### src/i2c_settings.svh
`ifndef I2C_SETTINGS_SVH
`define I2C_SETTINGS_SVH

// Number of clk_i cycles per SCL half period.
// With a 50 MHz system clock this gives a 200 kHz SCL.
`define I2C_HALF_PERIOD 125

// Register byte offsets on the host port.
`define I2C_NBY 5'd0
`define I2C_ADR 5'd4
`define I2C_RDR 5'd8
`define I2C_TDR 5'd12
`define I2C_CFG 5'd16

// Largest transfer in bytes, bounded by the width of RDR and TDR.
`define I2C_MAX_BYTES 4

`endif
### src/i2c_pkg.sv
`default_nettype none

package i2c_pkg;

	typedef logic [31:0] word_t;     // One register value.
	typedef logic [4:0]  reg_addr_t; // Byte address into the register block.
	typedef logic [3:0]  byte_en_t;
	typedef logic [2:0]  byte_cnt_t; // Bytes left in the transfer, minus one.
	typedef logic [2:0]  bit_idx_t;  // Bit position within the current byte.

	// The engine reads one register at a time, selected by its byte address.
	typedef reg_addr_t eng_rd_t;

	typedef struct packed {
		logic      write;
		byte_en_t  be;
		reg_addr_t addr;
		word_t     wdata;
	} host_req_t;

	typedef struct packed {
		logic      en;
		reg_addr_t sel;
		word_t     data;
	} eng_wr_t;

	typedef struct packed {
		logic level; // Free-running bit clock.
		logic rise;  // First cycle of a high half.
		logic fall;  // First cycle of a low half.
	} scl_phase_t;

	typedef enum logic [2:0] {IDLE, START, ADDR, ACK0, WDATA, RDATA, ACK1, STOP} i2c_state_e;

	// CFG register bits.
	localparam int CFG_WR_GO   = 0;
	localparam int CFG_WR_DONE = 1;
	localparam int CFG_RD_GO   = 2;
	localparam int CFG_RD_DONE = 3;
	localparam int CFG_NACK    = 4;

	// CFG bits owned by the engine; everything else belongs to the host.
	localparam word_t CFG_ENG_MASK = word_t'((1 << CFG_WR_DONE) | (1 << CFG_RD_DONE) |
		(1 << CFG_NACK));

endpackage

`default_nettype wire

### src/i2c_reg_file.sv
`timescale 1ns/1ps
`default_nettype none

`include "i2c_settings.svh"

module i2c_reg_file import i2c_pkg::*; (
	input  logic      clk_i,
	input  logic      rst_i,
	input  host_req_t host_i,
	output word_t     rdata_o,
	input  eng_rd_t   eng_rd_i,
	output word_t     eng_rdata_o,
	input  eng_wr_t   eng_wr_i
);

	localparam int NUM_REGS = (`I2C_CFG >> 2) + 1;
	localparam int RDR_IDX  = `I2C_RDR >> 2;
	localparam int CFG_IDX  = `I2C_CFG >> 2;

	word_t      regs_q [NUM_REGS];
	word_t      regs_d [NUM_REGS];
	logic [2:0] host_idx;
	logic [2:0] eng_idx;

	assign host_idx = host_i.addr[4:2];
	assign eng_idx  = eng_rd_i[4:2];

	// Addresses past CFG read as zero.
	assign eng_rdata_o = (eng_idx < NUM_REGS) ? regs_q[eng_idx] : '0;

	// Host bytes first, then the engine overrides what it owns.
	always_comb begin
		for (int i = 0; i < NUM_REGS; i++) begin
			regs_d[i] = regs_q[i];
			if (host_i.write && host_idx == i) begin
				for (int b = 0; b < 4; b++) begin
					if (host_i.be[b]) begin
						regs_d[i][8*b +: 8] = host_i.wdata[8*b +: 8];
					end
				end
			end
		end

		if (eng_wr_i.en && eng_wr_i.sel == `I2C_RDR) begin
			regs_d[RDR_IDX] = eng_wr_i.data;
		end
		if (eng_wr_i.en && eng_wr_i.sel == `I2C_CFG) begin
			regs_d[CFG_IDX] = (regs_d[CFG_IDX] & ~CFG_ENG_MASK) |
				(eng_wr_i.data & CFG_ENG_MASK);
		end
	end

	always_ff @(posedge clk_i) begin
		if (rst_i) begin
			for (int i = 0; i < NUM_REGS; i++) begin
				regs_q[i] <= '0;
			end
		end else begin
			regs_q <= regs_d;
		end
	end

	// The host sees the value from before any write in the same cycle.
	always_ff @(posedge clk_i) begin
		rdata_o <= (host_idx < NUM_REGS) ? regs_q[host_idx] : '0;
	end

	a_host_aligned: assert property (@(posedge clk_i) disable iff (rst_i)
		host_i.write |-> host_i.addr[1:0] == 2'b00)
		else $error("host write to unaligned address %0h", host_i.addr);

endmodule

`default_nettype wire

### config.mk
export PLATFORM = sky130hd
export DESIGN_NAME = i2c_reg_file
export DESIGN_NICKNAME = d
export VERILOG_FILES = /design/src/i2c_pkg.sv /design/src/i2c_reg_file.sv
export VERILOG_INCLUDE_DIRS = /design/src
export SDC_FILE = /design/constraint.sdc
export NUM_CORES = 1
export LEC_CHECK = 0
export BUFFER_PORTS_ARGS = -buffer_cell sky130_fd_sc_hd__buf_2
export CORE_MARGIN = 3
export CORE_UTILIZATION = 45
export CTS_CLUSTER_SIZE = 40
export DETAILED_ROUTE_END_ITERATION = 6
export PLACE_DENSITY = 0.66
export SYNTH_ARGS = -nofsm -noshare
export SYNTH_HDL_FRONTEND = slang
export SYNTH_SLANG_ARGS = --single-unit
### constraint.sdc
create_clock -name clk_i -period 3 [get_ports clk_i]
set_input_delay 0.15 -clock clk_i [delete_from_list [all_inputs] [get_ports clk_i]]
set_output_delay 0.15 -clock clk_i [all_outputs]
set_load 0.01 [all_outputs]
==> flow_summary.json <==
{
  "fin_cells": 1399,
  "drive_gt1_frac": 0.225,
  "gp_congestion": 0.844,
  "layout_commonest_cell": "dfxtp_1",
  "max-vdd-ir-drop_v": 0.000340,
  "setup_viol": 0,
  "detail_route.wl_per_cell_um": 22.3,
  "cts-root-buf": "clkbuf_16",
  "rrSetupSlack_ps": 1840,
  "skew_ps": 9.04,
  "cts_num_sinks": 192,
  "ys_top_cells_by_area": "dfxtp_1, mux2i_1, mux4_2, nand2b_1, o21ai_0",
  "hold_path.class": "primary input to flip-flop",
  "slew-limit-headroom": 0.385,
  "gr-total-overflow": 0,
  "max_freq_ghz": 0.529,
  "dieArea_um2": 23500,
  "routed_via_density": 6.24,
  "reg2reg_to": "rdata_o[30]$_SDFF_PP0_",
  "numCtsBuffers": 17,
  "grt_max_degree": 74,
  "post_cts_buffers": 0,
  "n_fill_cell": 1945,
  "synthArstFlopShare": 0,
  "synth_top_area_share": 0.394,
  "initial_core_util": 0.461,
  "fin_nets": 1199,
  "critical_path.max_stage_delay_ps": 430,
  "drv_cap": 0,
  "synth_area_per_cell_um2": 9.57,
  "clockBufferDepth": 2,
  "synth_flop_cell": "dfxtp_1",
  "antenna_found_initial": 0,
  "rsz0062_at_grt": "false",
  "syn_inst": 1020,
  "synth_seq_area_share": 0.394,
  "tns_ps": 0,
  "dieWidth_um": 153,
  "core_area_um2": 21200,
  "layout_common_cells": "dfxtp_1, buf_2, mux2i_1, nand2b_1, o21ai_0",
  "r2r_cells": 2,
  "drc": 0,
  "chipHeight_um": 153,
  "antenna_cells": 0,
  "power.density_nw_per_um2": 480,
  "min_path_cells": 3,
  "synth-seq-cells": 192,
  "path_clk_slew_ps": 70,
  "track_usage": 0.257,
  "status": "finished clean",
  "drt_iter0_markers": 768,
  "grt_first_pass_wirelength_mm": 48.6,
  "period_share": 0.630,
  "first_global_vias": 8479,
  "path_common_cell": "buf_2",
  "dp_cells": 1358,
  "criticalPathCategory": "primary input to output pin",
  "cp-end-kind": "output pin",
  "regArea_um2": 3840,
  "yosysWarnings": 0,
  "cts_tree": "done",
  "postCtsResizedCells": 0,
  "syn_nets": 1107,
  "dp_hpwl_mm": 19.5,
  "boundaryPins": 151,
  "path_cells": "buf_2 -> nor2b_2 -> buf_4 -> a2bb2oi_1 -> o22ai_1 -> buf_2",
  "finalHoldViolCount": 0,
  "total_leakage_power_nw": 4.35,
  "io_buffers": 146,
  "multi_input_area_um2": 5420,
  "finalMaxSlewViolations": 0,
  "ctsHtreeMaxLevel": 4,
  "cp.arrival_ps": 1740,
  "synth_area_um2": 9760,
  "routed-via-count": 8733,
  "startpoint_type": "primary input",
  "synth.largest_area_cell": "dfxtp_1",
  "cp_top_family": "buffers and inverters",
  "clk_latency_ps": 430,
  "synth_edf_count": 0,
  "ant_nets": 0,
  "wl_mm": 31.2,
  "p_total_mw": 5.42,
  "crit_fanout": 19,
  "reg2reg_from": "regs_q[62]$_SDFFE_PP0P_",
  "rows": 53,
  "tightest_slew_ps": 922,
  "firstDrtPassIters": 7,
  "slowest_stage": "buf_2",
  "min_from": "host_i[11]",
  "cp.required_ps": 2850,
  "period_needed_ps": 1890,
  "area.growth.synth_to_final_pct": 15.8,
  "path_depth": 6,
  "yosysUniqueCellTypes": 33,
  "crit_buf_inv": 3
}
## worst max path at each step
stage,startpoint,end
finish,eng_rd_i[2],eng_rdata_o[23]
global route,eng_rd_i[2],eng_rdata_o[0]
CTS,eng_rd_i[2],eng_rdata_o[0]
detailed placement,host_i[35],regs_q[40]$_SDFFE_PP0P_
global placement,host_i[35],regs_q[45]$_SDFFE_PP0P_
floorplan,eng_wr_i[34],regs_q[77]$_SDFFE_PP0P_
## layer usage
layer  wire [µm]  share of wire  global-route usage  vias up
met5           0              0                   0        -
met4         581          0.019              0.0755        0
met3        2620          0.084              0.0490       37
met2       14800           0.47               0.412      419
met1       13200           0.42               0.354     4247
li1            -              -                   -     4030
## cell usage after synthesis (19+ instances only)
master / instances
a21oi_1: 61
a22o_1: 32
a2bb2oi_1: 32
a311oi_1: 34
buf_2: 19
clkbuf_1: 84
dfxtp_1: 192
mux2i_1: 128
mux4_2: 32
nand2b_1: 103
nand3_1: 88
nor3_1: 35
o21ai_0: 96
o22ai_1: 32
## power breakdown
| part | switching, mW | total (mW) | internal, mW |
|---|---|---|---|
| sequential | 0.0258 | 2.61 | 2.59 |
| combinational | 0.372 | 0.594 | 0.222 |
| clock | 1.02 | 2.22 | 1.19 |
## area by class of cell
| type | instances | share of cell area |
|---|---|---|
| Clock buffer | 19 | 0.0401 |
| Timing Repair Buffer | 189 | 0.100 |
| Inverter | 2 | 0.000664 |
| Sequential cell | 192 | 0.340 |
| Tap cell | 275 | 0.0304 |
| Multi-Input combinational cell | 710 | 0.479 |
| Clock inverter | 12 | 0.00963 |
## cells by family (layout without fill, tap and decap cells)
| family | count (synthesis) | after routing | share of synthesized area |
|---|---|---|---|
| buf+inv | 118 | 222 | 0.0521 |
| flops | 192 | 192 | 0.394 |
| compound gates | 288 | 288 | 0.191 |
| simple gates | 262 | 262 | 0.158 |
| mux | 160 | 160 | 0.205 |
## metrics by stage
step | cell area, µm² | hold slack, ps | utilization | worst slack (ps)
after global placement | 10600 | 447 | 0.503 | 984
final | 11300 | 5.95 | 0.534 | 1110
after detailed placement | 10600 | 452 | 0.503 | 963
after global routing | 11300 | 10.4 | 0.534 | 984
after CTS | 11300 | 0.350 | 0.534 | 1120
after floorplan | 9760 | 298 | - | 1450
## worst min-delay path: stages
cell and delay, ps:
buf_2 130, nand3_1 60, a21oi_1 50
## timing repair
| action | in CTS | in global routing |
|---|---|---|
| hold buffers | 10 | 0 |
| endpoints found under the hold margin | 11 | 0 |
| endpoints found under the setup margin | 0 | 0 |
(Power assumes the default switching activity.)
