==> config.mk <==
export PLATFORM = sky130hd
export DESIGN_NAME = i2c_scl_gen
export DESIGN_NICKNAME = d
export VERILOG_FILES = /design/src/i2c_pkg.sv /design/src/i2c_scl_gen.sv
export VERILOG_INCLUDE_DIRS = /design/src
export SDC_FILE = /design/constraint.sdc
export NUM_CORES = 1
export LEC_CHECK = 0
export BUFFER_PORTS_ARGS = -buffer_cell sky130_fd_sc_hd__buf_2
export CAP_MARGIN = 20
export CORE_AREA = 2 2 39 41
export CTS_CLUSTER_SIZE = 8
export DETAILED_ROUTE_END_ITERATION = 8
export DIE_AREA = 0 0 41 43
export PLACE_DENSITY_LB_ADDON = 0.25
export SYNTH_ARGS = -nofsm -noshare
export SYNTH_HDL_FRONTEND = slang
export SYNTH_SLANG_ARGS = --single-unit
==> constraint.sdc <==
create_clock -name clk_i -period 1.2 [get_ports clk_i]
set_clock_uncertainty 0.15 [all_clocks]
set_input_delay 0.24 -clock clk_i [delete_from_list [all_inputs] [get_ports clk_i]]
set_output_delay 0.24 -clock clk_i [all_outputs]
set_load 0.1 [all_outputs]
==> src/i2c_settings.svh <==
`ifndef I2C_SETTINGS_SVH
`define I2C_SETTINGS_SVH

// Number of clk_i cycles per SCL half period.
// With a 50 MHz system clock this gives a 200 kHz SCL.
`define I2C_HALF_PERIOD 125

// Register byte offsets on the host port.
`define I2C_NBY 5'd0
`define I2C_ADR 5'd4
`define I2C_RDR 5'd8
`define I2C_TDR 5'd12
`define I2C_CFG 5'd16

// Largest transfer in bytes, bounded by the width of RDR and TDR.
`define I2C_MAX_BYTES 4

`endif
==> src/i2c_pkg.sv <==
`default_nettype none

package i2c_pkg;

	typedef logic [31:0] word_t;     // One register value.
	typedef logic [4:0]  reg_addr_t; // Byte address into the register block.
	typedef logic [3:0]  byte_en_t;
	typedef logic [2:0]  byte_cnt_t; // Bytes left in the transfer, minus one.
	typedef logic [2:0]  bit_idx_t;  // Bit position within the current byte.

	// The engine reads one register at a time, selected by its byte address.
	typedef reg_addr_t eng_rd_t;

	typedef struct packed {
		logic      write;
		byte_en_t  be;
		reg_addr_t addr;
		word_t     wdata;
	} host_req_t;

	typedef struct packed {
		logic      en;
		reg_addr_t sel;
		word_t     data;
	} eng_wr_t;

	typedef struct packed {
		logic level; // Free-running bit clock.
		logic rise;  // First cycle of a high half.
		logic fall;  // First cycle of a low half.
	} scl_phase_t;

	typedef enum logic [2:0] {IDLE, START, ADDR, ACK0, WDATA, RDATA, ACK1, STOP} i2c_state_e;

	// CFG register bits.
	localparam int CFG_WR_GO   = 0;
	localparam int CFG_WR_DONE = 1;
	localparam int CFG_RD_GO   = 2;
	localparam int CFG_RD_DONE = 3;
	localparam int CFG_NACK    = 4;

	// CFG bits owned by the engine; everything else belongs to the host.
	localparam word_t CFG_ENG_MASK = word_t'((1 << CFG_WR_DONE) | (1 << CFG_RD_DONE) |
		(1 << CFG_NACK));

endpackage

`default_nettype wire

==> src/i2c_scl_gen.sv <==
`timescale 1ns/1ps
`default_nettype none

`include "i2c_settings.svh"

module i2c_scl_gen import i2c_pkg::*; (
	input  logic       clk_i,
	input  logic       rst_i,
	output scl_phase_t phase_o
);

	localparam int CNT_W = $clog2(`I2C_HALF_PERIOD);

	logic [CNT_W-1:0] cnt_q;
	logic             wrap;

	assign wrap = (cnt_q == CNT_W'(`I2C_HALF_PERIOD - 1));

	always_ff @(posedge clk_i) begin
		if (rst_i) begin
			cnt_q         <= '0;
			phase_o.level <= 1'b1; // Bus idles with SCL high.
			phase_o.rise  <= 1'b0;
			phase_o.fall  <= 1'b0;
		end else begin
			phase_o.rise <= 1'b0;
			phase_o.fall <= 1'b0;
			if (wrap) begin
				cnt_q         <= '0;
				phase_o.level <= ~phase_o.level;
				phase_o.rise  <= ~phase_o.level;
				phase_o.fall  <= phase_o.level;
			end else begin
				cnt_q <= cnt_q + 1'b1;
			end
		end
	end

	// Each low half lasts exactly one half period.
	a_half_period: assert property (@(posedge clk_i) disable iff (rst_i)
		phase_o.fall |-> ##`I2C_HALF_PERIOD phase_o.rise)
		else $error("SCL low half has the wrong length");

endmodule

`default_nettype wire

==> metrics.md, run 1 <==
| Metric | Value |
|---|---|
| Residual DRC count | `0` |
| CP Max Fanout | `4` |
| Worst-Margin Slew | `0.228 ns` |
| First-pass GRT wire length | `1240 microns` |
| Status | `finished with violations` |
| Vias | `323` |
| Top FF cell, synth | `dfxtp_1` |
| Combinational power share | `9.2%` |
| Crit end category | `flip-flop` |
| Core Area | `1380 sq um` |
| Post-DRT Antenna Nets | `0` |
| Global-route track usage on met1 | `13.7%` |
| Sequential share of power | `48.7%` |
| Final period util | `102%` |
| Non-filler cells, final | `73` |
| Post-layout minimum cycle time | `1.23 ns` |
| Mapped Avg Cell Area | `9.47 sq um` |
| Max-cap viol count | `0` |
| Clock latency on the worst-skew pair | `0.26 ns` |
| Synth top area share | `50.3%` |
| Placed insts | `68` |
| Final setup viols | `2` |
| Failing checks | `negative setup slack` |
| Grt met3 use | `3.14%` |
| Mapped Area | `398 sq um` |
| Vias per inst | `4.42` |
| Vias in the first global route | `297` |
| Fillers | `124` |
| H-tree Lvls | `1` |
| Global route hottest layer | `met2` |
| Root Buffer | `clkbuf_4` |
| Dpl hpwl | `515 microns` |
| Slack of the critical path | `-0.0273 ns` |
| # IOs | `5` |
| WL final | `759 microns` |
| Gr usage total | `11.1%` |
| Largest net degree at the start of global routing | `7` |
| Area Growth Syn to Fin | `69.8%` |
| Clk pwr share | `42.1%` |
| CTS max path bufs | `2` |
| # port buffers | `4` |
| Starting Density | `28.8%` |
| Worst setup path category | `flip-flop to flip-flop` |
| Die height | `43 microns` |
| Post-synth net total | `46` |
| TritonCTS Buffers | `3` |
| Max-slew headroom | `84.8%` |
| Synth unique cells | `18` |
| RSZ-0062 raised after global routing | `yes` |
| TritonCTS clock tree | `yes` |
| RePlAce Congestion | `0.685` |
| GR Util met2 | `14.7%` |
| Synth Warn # | `0` |
| Worst-path clk slew | `0.07 ns` |
| Data arrival, critical path | `1.27 ns` |
| Top area cells in the synthesized netlist | `dfxtp_1 50%, nor2_1 6.6%, ha_1 6.3%` |
| Hold Vio Cnt, Final | `0` |
| Worst Hold Class | `primary input to flip-flop` |
| Nets | `62` |
| Worst VDD drop | `0.000734 V` |
| Finished Core Util | `48.8%` |
| Pwr dens | `1060 nW/um^2` |
| Placement row count | `14` |
| Detailed Routing Iterations Pass 1 | `2` |
| Internal | `0.557 mW` |
| WL per Instance | `10.4 microns` |
| CP required | `1.25 ns` |
| Layout cell share with drive strength beyond 1 | `64.9%` |
| Ant. Diodes | `0` |
| Total gr overflow | `0` |
| Clk sinks | `10` |
| Synth area leader | `dfxtp_1` |
| Net Sw Frac | `22.3%` |
| Initial antenna violation count | `0` |
| Final Max Tran Viols | `0` |
| Net Sw Power | `0.160 mW` |
| Leakage | `0.242 nW` |
| Drt initial violations | `6` |
| #FFs+latches synth | `10` |
| Post-synth EDFFs | `0` |
| Critical path startpoint category | `flip-flop` |
| Die X | `41 microns` |
| Cells after synthesis | `42` |
| Fmax | `0.815 GHz` |
| Sequential fraction of the synthesis area | `50.3%` |
| Async SR Flop Fraction | `0%` |
| Die ar. | `1760 sq um` |
-- cells in the mapped netlist (2+ instances only) --
cell     number
a21oi_1       3
nand3_1       3
dfxtp_1      10
nor2_1        7
o21ai_0       2
inv_1         3
xor2_1        2
ha_1          2
-- power by group through the flow --
stage	clock network, mW	registers [mW]	logic [mW]
finish	0.302	0.349	0.0661
CTS	0.316	0.350	0.0660
global placement	0	0.355	0.0521
detailed placement	0	0.355	0.0523
floorplan	0	0.356	0.0273
global route	0.325	0.350	0.0769
-- metrics by stage --
stage	cell area [sq um]	worst slack [ns]	hold WS, ns	TNS [ns]	power [mW]
5_1_grt	676	-0.0847	0.0772	-0.459	0.752
2_1_floorplan	424	-0.00876	0.158	-0.0106	0.383
4_1_cts	657	-0.0386	0.0570	-0.171	0.732
3_3_place_gp	554	-0.104	0.295	-0.680	0.407
3_5_place_dp	554	-0.119	0.301	-0.849	0.408
6_report	676	-0.0273	0.0645	-0.0416	0.717
-- kinds of logic (layout without fill, tap and decap cells) --
group                      count (synthesis)  count (layout)  share of synthesized area [%]
DFF                                       10              10                           50.3
AOI/OAI and AO/OA                          6               6                           8.18
and+or+nand+nor                           18              18                           25.8
buffers and inverters                      3              18                           2.83
xor gates and xnor gates                   3               3                           6.60
adders and majority gates                  2               2                           6.29
-- repair_timing --
item,in CTS,in global routing
endpoints found under the hold margin,0,0
resized for setup,14,3
endpoints found under the setup margin,11,11
hold buffers,0,0
setup buffers,0,1
pin swaps,8,5
-- worst paths after layout --
kind                                          start  cells past startpoint                       to  slack (ns)
worst max-delay path            cnt_q[0]$_SDFF_PP0_                      5  phase_o[2]$_SDFFE_PP1N_       -0.03
worst min-delay path                          rst_i                      2      cnt_q[6]$_SDFF_PP0_        0.06
worst max register to register  cnt_q[0]$_SDFF_PP0_                      5  phase_o[2]$_SDFFE_PP1N_       -0.03
worst min register to register  cnt_q[5]$_SDFF_PP0_                      2      cnt_q[5]$_SDFF_PP0_        0.38
-- flip-flops by register name, indices dropped and copies added, names as in the netlist --
name     flops
cnt_q        7
phase_o      3
-- cell usage in the layout, fill, tap and decap left out, drive strengths merged --
cell type | netlist | routed
a21oi | 3 | 3
buf | 0 | 11
clkbuf | 0 | 4
dfxtp | 10 | 10
ha | 2 | 2
inv | 3 | 3
nand2 | 1 | 1
nand3 | 4 | 4
nand4 | 1 | 1
nor2 | 7 | 7
nor3 | 1 | 1
nor4b | 1 | 1
o21ai | 2 | 2
o21bai | 1 | 1
or2 | 1 | 1
or3 | 1 | 1
or3b | 1 | 1
xnor2 | 1 | 1
xor2 | 2 | 2
-- critical path, cell delays in order (launching register included) --
cell     delay, ns
dfxtp_4       0.36
inv_2         0.07
ha_4          0.14
nand3_4       0.09
or2_4         0.25
a21oi_2       0.10
-- layout make-up --
class	count	area (sq um)	share of cell area, %
Multi-Input combinational cell	29	272	40.2
Sequential cell	10	219	32.4
Timing Repair Buffer	11	118	17.4
Clock buffer	4	36.3	5.37
Tap cell	16	20.0	2.96
Inverter	3	11.3	1.67
-- per-layer routing --
metal | up-vias | share of wire, %
li1 | 172 | -
met4 | 0 | 2.5
met1 | 140 | 45
met2 | 7 | 47
met3 | 4 | 5.1
met5 | - | 0
No activity file was read; power rests on OpenSTA's default activity.
==> inputs of run 2 (changes only) <==
==> constraint.sdc (replaced) <==
create_clock -name clk_i -period 1.43 [get_ports clk_i]
set_clock_uncertainty 0.15 [all_clocks]
set_input_delay 0.286 -clock clk_i [delete_from_list [all_inputs] [get_ports clk_i]]
set_output_delay 0.286 -clock clk_i [all_outputs]
set_load 0.1 [all_outputs]
==> run 2 against run 1 <==
  * The run now ends clean
  * Via count shrank 13%
  * Largest cell class is now sequential cells
  * Highest routed layer unchanged
  * Wire length fell by 19%
  * Flip-flop and latch count did not move
  * Total power fell by 28%
==> metrics.md, run 2 (same netlist as run 1, synthesis figures left out) <==
| Metric | Value |
|---|---|
| Internal | `0.399 mW (was 0.557 mW)` |
| Combinational power share | `6.4% (was 9.2%)` |
| Die height | `43 microns (unchanged)` |
| Most common cell after layout, fill and taps aside | `dfxtp_1` |
| Post-DRT Antenna Nets | `0 (unchanged)` |
| Worst-case reg-to-reg path depth | `5 (unchanged)` |
| Most frequent cells in the layout | `9 x dfxtp_1, 7 x nor2_1 (was 7 x nor2_1, 7 x buf_4, 6 x dfxtp_2)` |
| Ant. Diodes | `0 (unchanged)` |
| Largest register FFs | `7 (unchanged)` |
| First-pass GRT wire length | `1150 microns (was 1240 microns)` |
| Hold_ws | `0.100 ns (was 0.0645 ns)` |
| Hold Vio Cnt, Final | `0 (unchanged)` |
| Die ar. | `1760 sq um (unchanged)` |
| Starting Density | `28.8% (unchanged)` |
| Clk pwr share | `36.3% (was 42.1%)` |
| Largest net degree at the start of global routing | `7 (unchanged)` |
| CP Max Fanout | `5 (was 4)` |
| Net Sw Power | `0.114 mW (was 0.160 mW)` |
| Nets | `57 (was 62)` |
| # IOs | `5 (unchanged)` |
| Setup crit end | `phase_o[2]$_SDFFE_PP1N_ (unchanged)` |
| Worst Hold Class | `primary input to flip-flop (unchanged)` |
| Slack of the critical path | `0.107 ns (was -0.0273 ns)` |
| Final instance area | `534 sq um (was 676 sq um)` |
| Power consumption | `0.513 mW (was 0.717 mW)` |
| # hold bufs at CTS | `0 (unchanged)` |
| Clock latency on the worst-skew pair | `0.26 ns (about the same)` |
| RePlAce Congestion | `0.726 (was 0.685)` |
| Final setup viols | `0 (was 2)` |
| Max-slew headroom | `84.2% (was 84.8%)` |
| Largest regs | `cnt_q x7, phase_o x3 (unchanged)` |
| Fmax | `0.756 GHz (was 0.815 GHz)` |
| RSZ-0062 raised after global routing | `no (was yes)` |
| Net Sw Frac | `22.3% (about the same)` |
| Worst flop-to-flop path startpoint | `cnt_q[0]$_SDFF_PP0_ (unchanged)` |
| Non-filler cells, final | `67 (was 73)` |
| Vias | `281 (was 323)` |
| Core Area | `1380 sq um (unchanged)` |
| Die X | `41 microns (unchanged)` |
| Worst reg2reg setup slack | `0.11 ns (was -0.03 ns)` |
| DP Area | `499 sq um (was 554 sq um)` |
| Fillers | `134 (was 124)` |
| Residual DRC count | `0 (unchanged)` |
| Worst-path clk slew | `0.07 ns (about the same)` |
| Finished Core Util | `38.6% (was 48.8%)` |
| Final period util | `92.6% (was 102%)` |
| Data arrival, critical path | `1.36 ns (was 1.27 ns)` |
| CTS max path bufs | `2 (unchanged)` |
| Worst setup path category | `flip-flop to flip-flop (unchanged)` |
| Leakage | `0.194 nW (was 0.242 nW)` |
| Worst setup path startpoint | `cnt_q[0]$_SDFF_PP0_ (unchanged)` |
| Root Buffer | `clkbuf_4 (unchanged)` |
| Pwr dens | `960 nW/um^2 (was 1060 nW/um^2)` |
| Layout cell share with drive strength beyond 1 | `31.4% (was 64.9%)` |
| Reg with most FFs | `cnt_q (unchanged)` |
| Placement row count | `14 (unchanged)` |
| WL final | `618 microns (was 759 microns)` |
| Status | `complete, no violations (was finished with violations)` |
| TritonCTS clock tree | `yes (unchanged)` |
| Detailed Routing Iterations Pass 1 | `1 (was 2)` |
| Total gr overflow | `0 (unchanged)` |
| CP required | `1.46 ns (was 1.25 ns)` |
| Vias in the first global route | `295 (was 297)` |
| Vias per inst | `4.19 (was 4.42)` |
| Critical path startpoint category | `flip-flop (unchanged)` |
| Drt initial violations | `0 (was 6)` |
| Pre-CTS setup slack | `0.0863 ns (was -0.119 ns)` |
| Sequential share of power | `57.3% (was 48.7%)` |
| Gr usage total | `10.4% (was 11.1%)` |
| Post-layout minimum cycle time | `1.32 ns (was 1.23 ns)` |
| Area Growth Syn to Fin | `34.3% (was 69.8%)` |
| WL per Instance | `9.22 microns (was 10.4 microns)` |
| Crit end category | `flip-flop (unchanged)` |
| Placed insts | `64 (was 68)` |
| Clk sinks | `10 (unchanged)` |
| # port buffers | `4 (unchanged)` |
| Worst-Margin Slew | `0.237 ns (was 0.228 ns)` |
| Final Max Tran Viols | `0 (unchanged)` |
| TritonCTS Buffers | `3 (unchanged)` |
| H-tree Lvls | `1 (unchanged)` |
| Max-cap viol count | `0 (unchanged)` |
| Worst r2r dst | `phase_o[2]$_SDFFE_PP1N_ (unchanged)` |
| Worst VDD drop | `0.000506 V (was 0.000734 V)` |
| Initial antenna violation count | `0 (unchanged)` |
| Setup TNS | `0 ns (was -0.0416 ns)` |
## run 2: changes by cell type in the layout (fill, tap and decap cells not counted), moves of 2 or more
cell	change
a21oi_1	+2
a21oi_2	-2
buf_4	-5
dfxtp_1	+8
dfxtp_2	-5
dfxtp_4	-3
ha_4	-2
inv_1	+2
inv_2	-2
nand3_4	-2
## run 2: power by group through the flow
stage               Sequential [mW]  Combinational [mW]  Clock (mW)
finish                        0.294              0.0329       0.186
detailed placement            0.300              0.0305           0
floorplan                     0.299              0.0203           0
CTS                           0.294              0.0309       0.196
global route                  0.294              0.0392       0.204
global placement              0.301              0.0309           0
## run 2: cell type report
type / instances / area, sq um / area share, %
clock buffers: 3 / 22.5 / 4.22
well taps: 16 / 20.0 / 3.75
multi-input cells: 29 / 199 / 37.2
inverters: 3 / 11.3 / 2.11
flip-flops and latches: 10 / 201 / 37.7
repair buffers: 6 / 80.1 / 15.0
## run 2: routing by layer
layer  GRT usage [%]  wire (microns)  vias up
met5               0               0        -
met4            10.0               9        0
met3            4.71              24        2
met2            12.8             256        5
met1            12.4             327      114
li1                -               -      160
## run 2: worst min-delay path by stage
stage                                 start                     to  slack (ns)  depth (start not counted)
global placement    phase_o[2]$_SDFFE_PP1N_  phase_o[1]$_SDFF_PP0_        0.31                          1
CTS                                   rst_i    cnt_q[6]$_SDFF_PP0_        0.08                          2
detailed placement  phase_o[2]$_SDFFE_PP1N_  phase_o[1]$_SDFF_PP0_        0.31                          1
global route                          rst_i  phase_o[1]$_SDFF_PP0_        0.12                          2
finish                                rst_i    cnt_q[6]$_SDFF_PP0_        0.10                          2
floorplan                             rst_i    cnt_q[6]$_SDFF_PP0_        0.21                          1
## run 2: repair_timing
item                       in CTS  in global routing
setup endpoints to repair       0                  4
gates resized for setup         0                  3
setup buffers                   0                  0
## run 2: worst max-delay path: stages (launching register included)
cell and delay (ns):
dfxtp_1 0.34, inv_1 0.07, ha_2 0.18, nand3_2 0.10, or2_2 0.30, a21oi_1 0.12
